$ cat src/nes_bus_pkg.sv
// Holds the register map of the stock console with no mirrors in 4000-401F. CPU_DIV_DEFAULT is for NTSC.
package nes_bus_pkg;

	// Bus widths
	typedef logic [15:0] addr_t; // CPU address
	typedef logic [7:0]  byte_t; // Data byte

	// Sprite DMA registers
	localparam addr_t SPRITE_DMA_ADDR = 16'h4014; // Write the page here to start sprite DMA
	localparam addr_t OAM_DATA_ADDR   = 16'h2004; // Sink of every sprite DMA write

	// APU and joypad registers
	localparam addr_t APU_STATUS_ADDR = 16'h4015; // Only readable APU register
	localparam addr_t JOY1_ADDR       = 16'h4016; // Port 1, the strobe latch on write
	localparam addr_t JOY2_ADDR       = 16'h4017; // Port 2

	// Register windows, the end is exclusive
	localparam addr_t APU_BASE = 16'h4000;
	localparam addr_t APU_END  = 16'h4018;
	localparam addr_t PPU_BASE = 16'h2000;
	localparam addr_t PPU_END  = 16'h4000;

	// Joypad widths
	localparam int JOY_BITS     = 5; // Data bits that a joypad drives, the rest is open bus
	localparam int JOY_OUT_BITS = 3; // Strobe and expansion outputs

	// Sprite DMA state
	// Bit 0 means the CPU is held and bit 1 means the DMA owns the bus
	typedef enum logic [1:0] {
		SPR_IDLE   = 2'b00,
		SPR_ARMED  = 2'b01, // Waiting for an odd read tick
		SPR_ACTIVE = 2'b11  // Moving bytes
	} spr_state_t;

	// Master clocks per CPU tick
	localparam int CPU_DIV_DEFAULT = 12;

endpackage

$ cat src/cpu_bus_if.sv
// Merged CPU/DMA bus. At most one of rd and wr is high in a tick, and both hold for the whole tick.
`timescale 1ns/1ps

interface cpu_bus_if;
	import nes_bus_pkg::*;

	addr_t addr;  // Address after the DMA merge
	byte_t wdata; // Write data after the DMA merge
	logic  rd;    // Read tick
	logic  wr;    // Write tick

	// DMA controller owns the merge
	modport master (
		output addr,
		output wdata,
		output rd,
		output wr
	);

	// Decoder and read mux only look
	modport observer (
		input addr,
		input wdata,
		input rd,
		input wr
	);

endinterface

$ cat src/cpu_clock_divider.sv
// CPU_DIV must be even and at least 2. The first cpu_ce comes CPU_DIV clocks after reset falls.
`timescale 1ns/1ps

module cpu_clock_divider #(
	parameter int CPU_DIV = nes_bus_pkg::CPU_DIV_DEFAULT // Master clocks per CPU tick
) (
	input  logic clk,
	input  logic reset,
	output logic cpu_ce,    // One clock wide, once per tick
	output logic odd_cycle  // 1 on odd ticks, APU half rate
);

	localparam int CNT_W = $clog2(CPU_DIV);

	logic [CNT_W-1:0] div_cnt; // Master clocks into the current tick

	// Last clock of the tick
	assign cpu_ce = (div_cnt == CNT_W'(CPU_DIV - 1));

	always_ff @(posedge clk) begin
		if (reset) begin
			div_cnt   <= '0;
			odd_cycle <= 1'b1; // First tick after reset counts as odd
		end else begin
			div_cnt <= cpu_ce ? '0 : div_cnt + 1'b1; // Wrap at CPU_DIV
			if (cpu_ce)
				odd_cycle <= ~odd_cycle; // Even and odd ticks alternate
		end
	end

	// Ticks never run back to back
	a_ce_single: assert property (@(posedge clk) disable iff (reset)
		cpu_ce |=> !cpu_ce);

endmodule

$ cat src/dma_controller.sv
// Handles one DMC request at a time. The CPU must read on the odd tick that starts or resumes sprite DMA.
`timescale 1ns/1ps

module dma_controller (
	input  logic                clk,
	input  logic                reset,
	input  logic                cpu_ce,
	input  logic                odd_cycle,
	input  logic                sprite_trigger, // Write to the sprite DMA register this tick
	input  nes_bus_pkg::addr_t  cpu_addr,
	input  nes_bus_pkg::byte_t  cpu_wdata,
	input  logic                cpu_rnw,        // 1 while the CPU reads
	input  nes_bus_pkg::byte_t  read_data,      // Byte on the bus this tick
	input  logic                dmc_req,        // Held by the APU until dmc_ack
	input  nes_bus_pkg::addr_t  dmc_addr,
	output logic                dmc_ack,
	output logic                pause_cpu,
	output logic                dma_active,     // DMA owns the bus this tick
	cpu_bus_if.master           bus
);

	import nes_bus_pkg::*;

	logic       dmc_pending; // DMC fetch granted and waiting for its even tick
	spr_state_t spr_state;
	byte_t      spr_page;    // High byte of the source
	byte_t      spr_index;   // Low byte of the source and count of pairs done
	byte_t      spr_data;    // Byte read on the last DMA tick
	addr_t      dma_addr;

	// DMC fetch always lands on an even tick
	assign dmc_ack = dmc_pending && !odd_cycle;

	// The CPU stays held from the arm until the last write
	// and also while a DMC request waits
	assign pause_cpu  = (spr_state != SPR_IDLE) || dmc_req;
	assign dma_active = dmc_ack || (spr_state == SPR_ACTIVE);

	// DMC beats sprite, sprite reads even and writes odd
	assign dma_addr = dmc_ack    ? dmc_addr :
	                  !odd_cycle ? {spr_page, spr_index} :
	                               OAM_DATA_ADDR;

	// Bus merge
	assign bus.addr  = dma_active ? dma_addr : cpu_addr;
	assign bus.wdata = dma_active ? spr_data : cpu_wdata;
	assign bus.rd    = dma_active ? !odd_cycle : cpu_rnw;
	assign bus.wr    = dma_active ? odd_cycle : !cpu_rnw;

	always_ff @(posedge clk) begin
		if (reset) begin
			dmc_pending <= 1'b0;
			spr_state   <= SPR_IDLE;
			spr_index   <= '0;
		end else if (cpu_ce) begin
			// DMC grant on an even CPU read tick, the fetch follows two ticks later
			if (dmc_ack)
				dmc_pending <= 1'b0;
			else if (dmc_req && cpu_rnw && !odd_cycle)
				dmc_pending <= 1'b1;

			case (spr_state)
				SPR_IDLE: begin
					spr_state <= SPR_IDLE;
				end
				SPR_ARMED: begin
					if (odd_cycle && cpu_rnw) // Next tick is even and reads
						spr_state <= SPR_ACTIVE;
				end
				SPR_ACTIVE: begin
					if (dmc_ack) begin
						spr_state <= SPR_ARMED; // Lose the even tick, idle on the odd one
					end else if (odd_cycle) begin
						spr_index <= spr_index + 1'b1; // Pair done
						if (spr_index == 8'hff)
							spr_state <= SPR_IDLE; // 256th write
					end
				end
				default: spr_state <= SPR_IDLE;
			endcase

			// Trigger wins over everything else
			if (sprite_trigger) begin
				spr_state <= SPR_ARMED;
				spr_index <= '0;
			end
		end
	end

	// Source page and the byte in flight
	always_ff @(posedge clk) begin
		if (cpu_ce) begin
			if (sprite_trigger)
				spr_page <= cpu_wdata;
			if (spr_state == SPR_ACTIVE)
				spr_data <= read_data; // Odd write sends what the even tick read
		end
	end

	// APU keeps its request up through the fetch tick
	a_dmc_held: assert property (@(posedge clk) disable iff (reset)
		dmc_ack |-> dmc_req);

endmodule

$ cat src/bus_address_decode.sv
// Decodes full 16-bit addresses with no mirrors. joypad_clock is a one-clock pulse after the read tick.
`timescale 1ns/1ps

module bus_address_decode (
	input  logic                                  clk,
	input  logic                                  reset,
	input  logic                                  cpu_ce,
	cpu_bus_if.observer                           bus,
	output logic                                  sprite_trigger, // Write to the sprite DMA register
	output logic                                  apu_cs,
	output logic                                  ppu_cs,
	output logic                                  joy1_cs,
	output logic                                  joy2_cs,
	output logic [nes_bus_pkg::JOY_OUT_BITS-1:0]  joypad_out,     // Strobe latch
	output logic [1:0]                            joypad_clock    // Bit 0 port 1, bit 1 port 2
);

	import nes_bus_pkg::*;

	// Register windows
	assign apu_cs  = (bus.addr >= APU_BASE) && (bus.addr < APU_END);
	assign ppu_cs  = (bus.addr >= PPU_BASE) && (bus.addr < PPU_END);
	assign joy1_cs = (bus.addr == JOY1_ADDR);
	assign joy2_cs = (bus.addr == JOY2_ADDR);

	// DMA controller samples this on cpu_ce
	assign sprite_trigger = bus.wr && (bus.addr == SPRITE_DMA_ADDR);

	always_ff @(posedge clk) begin
		if (reset) begin
			joypad_out   <= '0;
			joypad_clock <= 2'b00;
		end else begin
			// Pulse only once per read tick
			joypad_clock <= 2'b00;
			if (cpu_ce) begin
				if (joy1_cs && bus.wr)
					joypad_out <= bus.wdata[JOY_OUT_BITS-1:0]; // Low bits hold the strobe
				if (bus.rd)
					joypad_clock <= {joy2_cs, joy1_cs}; // Shift the addressed pad
			end
		end
	end

endmodule

$ cat src/read_data_mux.sv
// There is no cartridge, so anything outside the APU and PPU windows reads ram_data. The open bus is 0 after reset.
`timescale 1ns/1ps

module read_data_mux (
	input  logic                              clk,
	input  logic                              reset,
	input  logic                              cpu_ce,
	cpu_bus_if.observer                       bus,
	input  logic                              apu_cs,
	input  logic                              ppu_cs,
	input  logic                              joy1_cs,
	input  logic                              joy2_cs,
	input  logic [nes_bus_pkg::JOY_BITS-1:0]  joypad1_data,
	input  logic [nes_bus_pkg::JOY_BITS-1:0]  joypad2_data,
	input  nes_bus_pkg::byte_t                apu_status,
	input  nes_bus_pkg::byte_t                ppu_data,
	input  nes_bus_pkg::byte_t                ram_data,
	output nes_bus_pkg::byte_t                read_data
);

	import nes_bus_pkg::*;

	byte_t open_bus; // Last byte seen on the bus

	// Priority follows the register map
	always_comb begin
		if (joy1_cs)
			read_data = {open_bus[7:JOY_BITS], joypad1_data}; // Pad drives the low bits only
		else if (joy2_cs)
			read_data = {open_bus[7:JOY_BITS], joypad2_data};
		else if (bus.addr == APU_STATUS_ADDR)
			read_data = apu_status;
		else if (apu_cs)
			read_data = open_bus; // Write-only APU registers
		else if (ppu_cs)
			read_data = ppu_data;
		else
			read_data = ram_data;
	end

	// Bus capacitance holds the last value for one tick
	always_ff @(posedge clk) begin
		if (reset)
			open_bus <= '0;
		else if (cpu_ce)
			open_bus <= read_data;
	end

endmodule

$ cat src/nes_bus_top.sv
// CPU_DIV must be even and at least 2. The CPU must read while it is paused and must hold dmc_req until dmc_ack.
`timescale 1ns/1ps

module nes_bus_top #(
	parameter int CPU_DIV = nes_bus_pkg::CPU_DIV_DEFAULT
) (
	input  logic                                  clk,
	input  logic                                  reset,
	input  nes_bus_pkg::addr_t                    cpu_addr,
	input  nes_bus_pkg::byte_t                    cpu_wdata,
	input  logic                                  cpu_rnw,
	input  logic                                  dmc_req,
	input  nes_bus_pkg::addr_t                    dmc_addr,
	input  nes_bus_pkg::byte_t                    ram_data,
	input  nes_bus_pkg::byte_t                    apu_status,
	input  nes_bus_pkg::byte_t                    ppu_data,
	input  logic [nes_bus_pkg::JOY_BITS-1:0]      joypad1_data,
	input  logic [nes_bus_pkg::JOY_BITS-1:0]      joypad2_data,
	output nes_bus_pkg::addr_t                    bus_addr,
	output nes_bus_pkg::byte_t                    bus_wdata,
	output logic                                  bus_read,
	output logic                                  bus_write,
	output nes_bus_pkg::byte_t                    read_data,
	output logic                                  pause_cpu,
	output logic                                  dmc_ack,
	output logic [nes_bus_pkg::JOY_OUT_BITS-1:0]  joypad_out,
	output logic [1:0]                            joypad_clock
);

	logic cpu_ce;
	logic odd_cycle;
	logic sprite_trigger;
	logic apu_cs;
	logic ppu_cs;
	logic joy1_cs;
	logic joy2_cs;

	cpu_bus_if bus (); // Merged bus after DMA

	cpu_clock_divider #(
		.CPU_DIV (CPU_DIV)
	) u_clk_div (
		.clk       (clk),
		.reset     (reset),
		.cpu_ce    (cpu_ce),
		.odd_cycle (odd_cycle)
	);

	dma_controller u_dma (
		.clk            (clk),
		.reset          (reset),
		.cpu_ce         (cpu_ce),
		.odd_cycle      (odd_cycle),
		.sprite_trigger (sprite_trigger),
		.cpu_addr       (cpu_addr),
		.cpu_wdata      (cpu_wdata),
		.cpu_rnw        (cpu_rnw),
		.read_data      (read_data),
		.dmc_req        (dmc_req),
		.dmc_addr       (dmc_addr),
		.dmc_ack        (dmc_ack),
		.pause_cpu      (pause_cpu),
		.dma_active     (),            // Only the bus merge needs it
		.bus            (bus.master)
	);

	bus_address_decode u_decode (
		.clk            (clk),
		.reset          (reset),
		.cpu_ce         (cpu_ce),
		.bus            (bus.observer),
		.sprite_trigger (sprite_trigger),
		.apu_cs         (apu_cs),
		.ppu_cs         (ppu_cs),
		.joy1_cs        (joy1_cs),
		.joy2_cs        (joy2_cs),
		.joypad_out     (joypad_out),
		.joypad_clock   (joypad_clock)
	);

	read_data_mux u_rdata (
		.clk          (clk),
		.reset        (reset),
		.cpu_ce       (cpu_ce),
		.bus          (bus.observer),
		.apu_cs       (apu_cs),
		.ppu_cs       (ppu_cs),
		.joy1_cs      (joy1_cs),
		.joy2_cs      (joy2_cs),
		.joypad1_data (joypad1_data),
		.joypad2_data (joypad2_data),
		.apu_status   (apu_status),
		.ppu_data     (ppu_data),
		.ram_data     (ram_data),
		.read_data    (read_data)
	);

	// Merged bus to the memory side
	assign bus_addr  = bus.addr;
	assign bus_wdata = bus.wdata;
	assign bus_read  = bus.rd;
	assign bus_write = bus.wr;

endmodule

$ cat config.mk
export PLATFORM = sky130hd
export DESIGN_NAME = nes_bus_top
export DESIGN_NICKNAME = d
export VERILOG_FILES = /design/src/nes_bus_pkg.sv /design/src/cpu_bus_if.sv /design/src/cpu_clock_divider.sv /design/src/dma_controller.sv /design/src/bus_address_decode.sv /design/src/read_data_mux.sv /design/src/nes_bus_top.sv
export SDC_FILE = /design/constraint.sdc
export NUM_CORES = 1
export LEC_CHECK = 0
export BUFFER_PORTS_ARGS = -buffer_cell sky130_fd_sc_hd__buf_4
export CAP_MARGIN = 20
export CORE_MARGIN = 2
export CORE_UTILIZATION = 53
export DETAILED_ROUTE_END_ITERATION = 10
export MAX_ROUTING_LAYER = met4
export PLACE_DENSITY = 0.86
export SLEW_MARGIN = 40
export SYNTH_ARGS = -nofsm -noshare
export SYNTH_HDL_FRONTEND = slang
export SYNTH_SLANG_ARGS = --single-unit
$ cat constraint.sdc
create_clock -name clk -period 5.26 [get_ports clk]
set_input_delay 1.052 -clock clk [delete_from_list [all_inputs] [get_ports clk]]
set_output_delay 1.052 -clock clk [all_outputs]
set_load 0.1 [all_outputs]
# Yosys cells after proc, flatten, opt, wreduce, memory -nomap -nowiden
# Index checks and enable logic that the tools add are counted.
# op_classes
addsub,2
n_lt_le_gt_ge,4
eq_ne,12
muxes,23
n_bitwise,3
n_reduce_logical,24
# op_table
cell,n
2-to-1 mux 8 bit,10
"== test 16 x 15 -> 1 bit, second input constant",4
2-to-1 mux 16 bit,3
"< comparator 16 x 15 -> 1 bit, second input constant",2
">= comparator 16 x 14 -> 1 bit, second input constant",1
">= comparator 16 x 15 -> 1 bit, second input constant",1
2-to-1 mux 2 bit,5
"adder 8 x 1 -> 8 bit, second input constant",1
"== test 8 bit, second input constant",1
logical AND 1 bit,8
AND reduction 2 bit,4
AND reduction 4 bit,2
nonzero test 2 bit,4
"adder 4 x 1 -> 4 bit, second input constant",1
"== test 4 bit, second input constant",1
2-to-1 mux 1 bit,4
"!= test 4 x 2 -> 1 bit, second input constant",1
"!= test 4 x 3 -> 1 bit, second input constant",1
case mux 2 bit (2 select lines),1
"!= test 3 x 2 -> 1 bit, second input constant",1
inverter 1 bit,3
OR reduction 3 bit,1
"== test 2 x 1 -> 1 bit, second input constant",1
"== test 2 bit, second input constant",1
4 further kinds,6
# word_totals
reg_bits,45
in_bits,78
output_inout_bits,41
word_cells,78

# Depth between registers and ports, before layout
# logic_depth
word_depth,11
ltp_mapped,12
mapped_depth_nobuf,9

# By module
# A second synthesis with hierarchy kept.
# unflattened
cells_unflattened,308
hier_area_um2,2880.3
# modules_own_cells
mod,n_inst,cells_each,area_per_inst_um2,seq_area_each_um2
dma_controller,1,161,1580.3,700.7
read_data_mux,1,92,774.5,160.2
bus_address_decode,1,35,302.8,100.1
cpu_clock_divider,1,20,222.7,100.1

# Worst setup path after synthesis
# No wires, ideal clock.
# synth_timing
kind,input to output
start,input cpu_addr[1]
end,output read_data[2]
arrival_ns,4.981
t_required_ns,4.208
setup_slack_ns,-0.773
cell_stages,6
path_cell_list,a22oi_1 > o21ai_2 > nor2b_1 > buf_4 > a211oi_1 > a211oi_1
# synth_via
elab_chain_cells,8
word_cells_on_any_way,15
classes_between,order compare (4); eq/ne (3); mux (6); reduce/logical (2)
# synth_rtl
element,line,rtl
start: declaration,nes_bus_top.sv:9,"input nes_bus_pkg::addr_t cpu_addr,"
2-to-1 mux 16 bit (*),dma_controller.sv:45,assign bus.addr = dma_active ? dma_addr : cpu_addr;
named net bus_addr[1],nes_bus_top.sv:19,"output nes_bus_pkg::addr_t bus_addr,"
>= comparator 16 x 14 -> 1 bit / < comparator 16 x 15 -> 1 bit (equally long branches),bus_address_decode.sv:22,assign ppu_cs = (bus.addr >= PPU_BASE) && (bus.addr < PPU_END);
logical AND 1 bit,bus_address_decode.sv:22,
2-to-1 mux 8 bit,read_data_mux.sv:35,else if (ppu_cs)
2-to-1 mux 8 bit,read_data_mux.sv:33,else if (apu_cs)
2-to-1 mux 8 bit,read_data_mux.sv:31,else if (bus.addr == APU_STATUS_ADDR)
2-to-1 mux 8 bit,read_data_mux.sv:29,else if (joy2_cs)
2-to-1 mux 8 bit (*),read_data_mux.sv:27,if (joy1_cs)
end: declaration,nes_bus_top.sv:23,"output nes_bus_pkg::byte_t read_data,"
# The timed path passes the listed nets; every way through them passes the cells marked *.

# Worst setup path in the final report
# layout_timing
start,register u_dma.spr_state[1]
end,output read_data[1]
# layout_via
elab_chain_cells,10
word_cells_on_any_way,17
classes_between,order compare (4); eq/ne (4); mux (6); reduce/logical (3)
# layout_rtl
element,line,rtl
start: declaration,dma_controller.sv:25,spr_state_t spr_state;
start signal: assignment,dma_controller.sv:53,spr_state <= SPR_IDLE;
start signal: assignment,dma_controller.sv:64,spr_state <= SPR_IDLE;
start signal: assignment,dma_controller.sv:68,spr_state <= SPR_ACTIVE;
== test 2 bit (*),dma_controller.sv:37,assign dma_active = dmc_ack || (spr_state == SPR_ACTIVE);
logical OR 1 bit (*),dma_controller.sv:37,
2-to-1 mux 16 bit (*),dma_controller.sv:45,
>= comparator 16 x 14 -> 1 bit / < comparator 16 x 15 -> 1 bit (equally long branches),bus_address_decode.sv:22,
logical AND 1 bit,bus_address_decode.sv:22,
2-to-1 mux 8 bit,read_data_mux.sv:35,
2-to-1 mux 8 bit,read_data_mux.sv:33,
2-to-1 mux 8 bit,read_data_mux.sv:31,
2-to-1 mux 8 bit,read_data_mux.sv:29,
2-to-1 mux 8 bit (*),read_data_mux.sv:27,
# Mark *: on every way between the ends. The rest lies on a longest branch, timed or not.

==> impl_metrics.ini <==
[global_route]
grt_pass1_vias = 3227
grt_pass1_wl_mm = 14.97
track_usage_pct = 30.87
antenna_found_initial = 0
grt_max_degree = 29
overflow = 0

[floorplanning]
num_rows = 27
die_height_um = 79.34
num_io_pins = 119
initial_utilization_pct = 54.62
die_w_um = 79.34
coreArea_sq_um = 5507
dieArea_sq_um = 6294

[flow_run]
cap_violations = 0

[power_and_ir_drop]
internal-power_uw = 595.2
pwr-share-seq_pct = 41.3
p_sw_share_pct = 32.38
p_comb_share_pct = 28.0
power_leakage_nw = 1.686
p_per_area_nw_per_um2 = 217.3
p_clk_share_pct = 30.8
ir_worst_vdd_uv = 209.5
p_switching_uw = 285.0

[clocking]
clk_latency_ps = 290
clockRootBuffer = clkbuf_8
post-cts-setup-buffers = 0
holdBufCountCts = 0
numCtsBuffers = 5
cts_tree = yes
cts.path.max_buffers = 2
clock-sinks = 45
clkSlewWorstSetupHoldPaths_ps = 80
cts_max_level = 2
cts_resized = 0

[min_path]
hold_path_class = flop to flop

[setup_path]
crit_path_start_kind = flop
cp.required_ps = 4210
path_max_fanout = 20
crit_type = flop to output pin
crit_arrival_ps = 3580
crit_path_end_kind = output pin

[synthesis]
synthDistinctLibCells = 66
syn-instance-count = 356
avgSynthCellArea_sq_um = 8.449
syn-num-nets = 436
yosysWarnings = 0
synth-edff-count = 16
synth_flop_cell = dfxtp_1
async_flop_share_pct = 0
yosysSeqAreaShare_pct = 35.27
ys_ff_latch = 45
syn_area_sq_um = 3008

[route]
firstDrtPassIters = 5
wl_per_cell_um = 17.47
post-route-drc-count = 0
vias_per_cell = 6.143
drt_iter0_drc = 279
routed_wirelength_mm = 9.417
vias = 3311
drtAntennaViolNets = 0

[final_layout]
fill_cells = 427
area_delta_synth_final_pct = 34.65
antenna_cells = 0
layout_commonest_cell = buf_4
drive_gt1_share_pct = 33.83
utilization_pct = 73.55
mostFrequentLayoutCells = 124 x buf_4, 46 x nand2_1, 40 x nor2_1
nNetsFinal = 546

[sta]
final-setup-viol-count = 0
final_hold_viol_count = 0
finalSetupTns_ps = 0
fin_crit_ps = 4630
skew_ps = 5.598
rsz0062_at_grt = false
tightest_slew_ps = 660.5
fmax_mhz = 216.0
report.final.slew_viol_count = 0
fin_crit_sh_pct = 88.01
max_slew_margin_pct = 55.78

[place]
gp_congestion = 0.9123
hpwl_mm = 7.078
io_buffer_count = 118

[status]
status = completed
-- final cells by class --
cell class	instances	area (sq um)	area share (%)
Clock inverter	2	37.54	0.9268
Clock buffer	6	82.58	2.039
Tap cell	72	90.09	2.224
Sequential cell	45	1061	26.20
Multi-Input combinational cell	277	1799	44.42
Timing Repair Buffer	124	930.9	22.98
Inverter	13	48.80	1.205
-- logic make-up after synthesis --
| kind of cell | synth area share, % |
|---|---|
| AND/OR/NAND/NOR | 26.66 |
| buffers and inverters | 5.491 |
| AO/OA/AOI/OAI | 22.17 |
| XOR/XNOR | 2.038 |
| flip-flops | 35.27 |
| adder cells (fa/ha/maj) | 0.8318 |
| multiplexers | 7.529 |
-- state kept, by name (all words and copies together), names as in the netlist --
name                   count
u_clk_div.odd_cycle        1
u_dma.spr_page             8
u_dma.dmc_pending          1
u_dma.spr_index            8
u_dma.spr_data             8
u_decode.joypad_out        3
u_dma.spr_state            2
u_decode.joypad_clock      2
u_clk_div.div_cnt          4
u_rdata.open_bus           8
-- power groups by stage --
stage	sequential (mW)	clock [mW]	combinational, mW
3_3_place_gp	0.371	0	0.242
5_1_grt	0.364	0.288	0.257
2_1_floorplan	0.371	0	0.160
3_5_place_dp	0.371	0	0.245
4_1_cts	0.363	0.273	0.245
6_report	0.363	0.271	0.246
-- worst paths after layout --
| path | from | endpoint | slack [ps] | cells past startpoint |
|---|---|---|---|---|
| worst max-delay path | u_dma.spr_state[1] | read_data[1] | 630 | 10 |
| worst min-delay path | u_clk_div.div_cnt[0] | u_clk_div.div_cnt[0] | 460 | 1 |
| worst min register to register | u_clk_div.div_cnt[0] | u_clk_div.div_cnt[0] | 460 | 1 |
| worst max register to register | u_dma.spr_state[1] | u_dma.spr_data[0] | 1980 | 9 |
-- cell usage after synthesis (6+ instances only) --
| master | n | share of area [%] |
|---|---|---|
| nand2_1 | 46 | 5.7 |
| nor2_1 | 41 | 5.1 |
| dfxtp_1 | 29 | 19 |
| mux2i_1 | 17 | 5.7 |
| edfxtp_1 | 16 | 16 |
| a22oi_1 | 15 | 3.7 |
| a21oi_1 | 14 | 2.3 |
| o21ai_0 | 14 | 2.3 |
| inv_1 | 12 | 1.5 |
| a211oi_1 | 9 | 2.2 |
| nand4_1 | 9 | 1.9 |
| nor3_1 | 9 | 1.5 |
| clkbuf_1 | 8 | 1.0 |
| o21ai_1 | 7 | 1.2 |
| buf_2 | 6 | 1.0 |
| nand3b_1 | 6 | 1.5 |
| o31ai_1 | 6 | 1.5 |
-- routing by layer --
metal / global-route usage [%] / vias up / share of wire (%)
met5: - / - / 0
met4: 11.38 / 0 / 1.8
met3: 5.455 / 23 / 10
met2: 50.85 / 225 / 48
met1: 38.13 / 1530 / 40
li1: - / 1533 / -
-- worst max-delay path, stage by stage (launching register included) --
cell	delay, ps
dfxtp_1	500
and2_0	430
nor2_2	80
buf_4	230
a221o_1	420
nor4b_4	650
mux2i_1	170
nor2_1	110
a211oi_1	60
a21oi_1	270
buf_4	350
-- stage by stage --
step                      worst slack (ps)  instances  power [mW]  hold slack (ps)  cell area, sq um
after floorplan                      7.543        356      0.5312            432.2              3018
after global placement               760.1        531      0.6136            445.6              3923
after detailed placement             721.3        531      0.6161            450.7              3923
after CTS                            631.4        539      0.8819            463.2              4043
after global routing                 381.2        539      0.9089            477.1              4050
final                                630.5        539      0.8802            461.3              4050
Note: power is estimated with default switching activity, not from simulation.
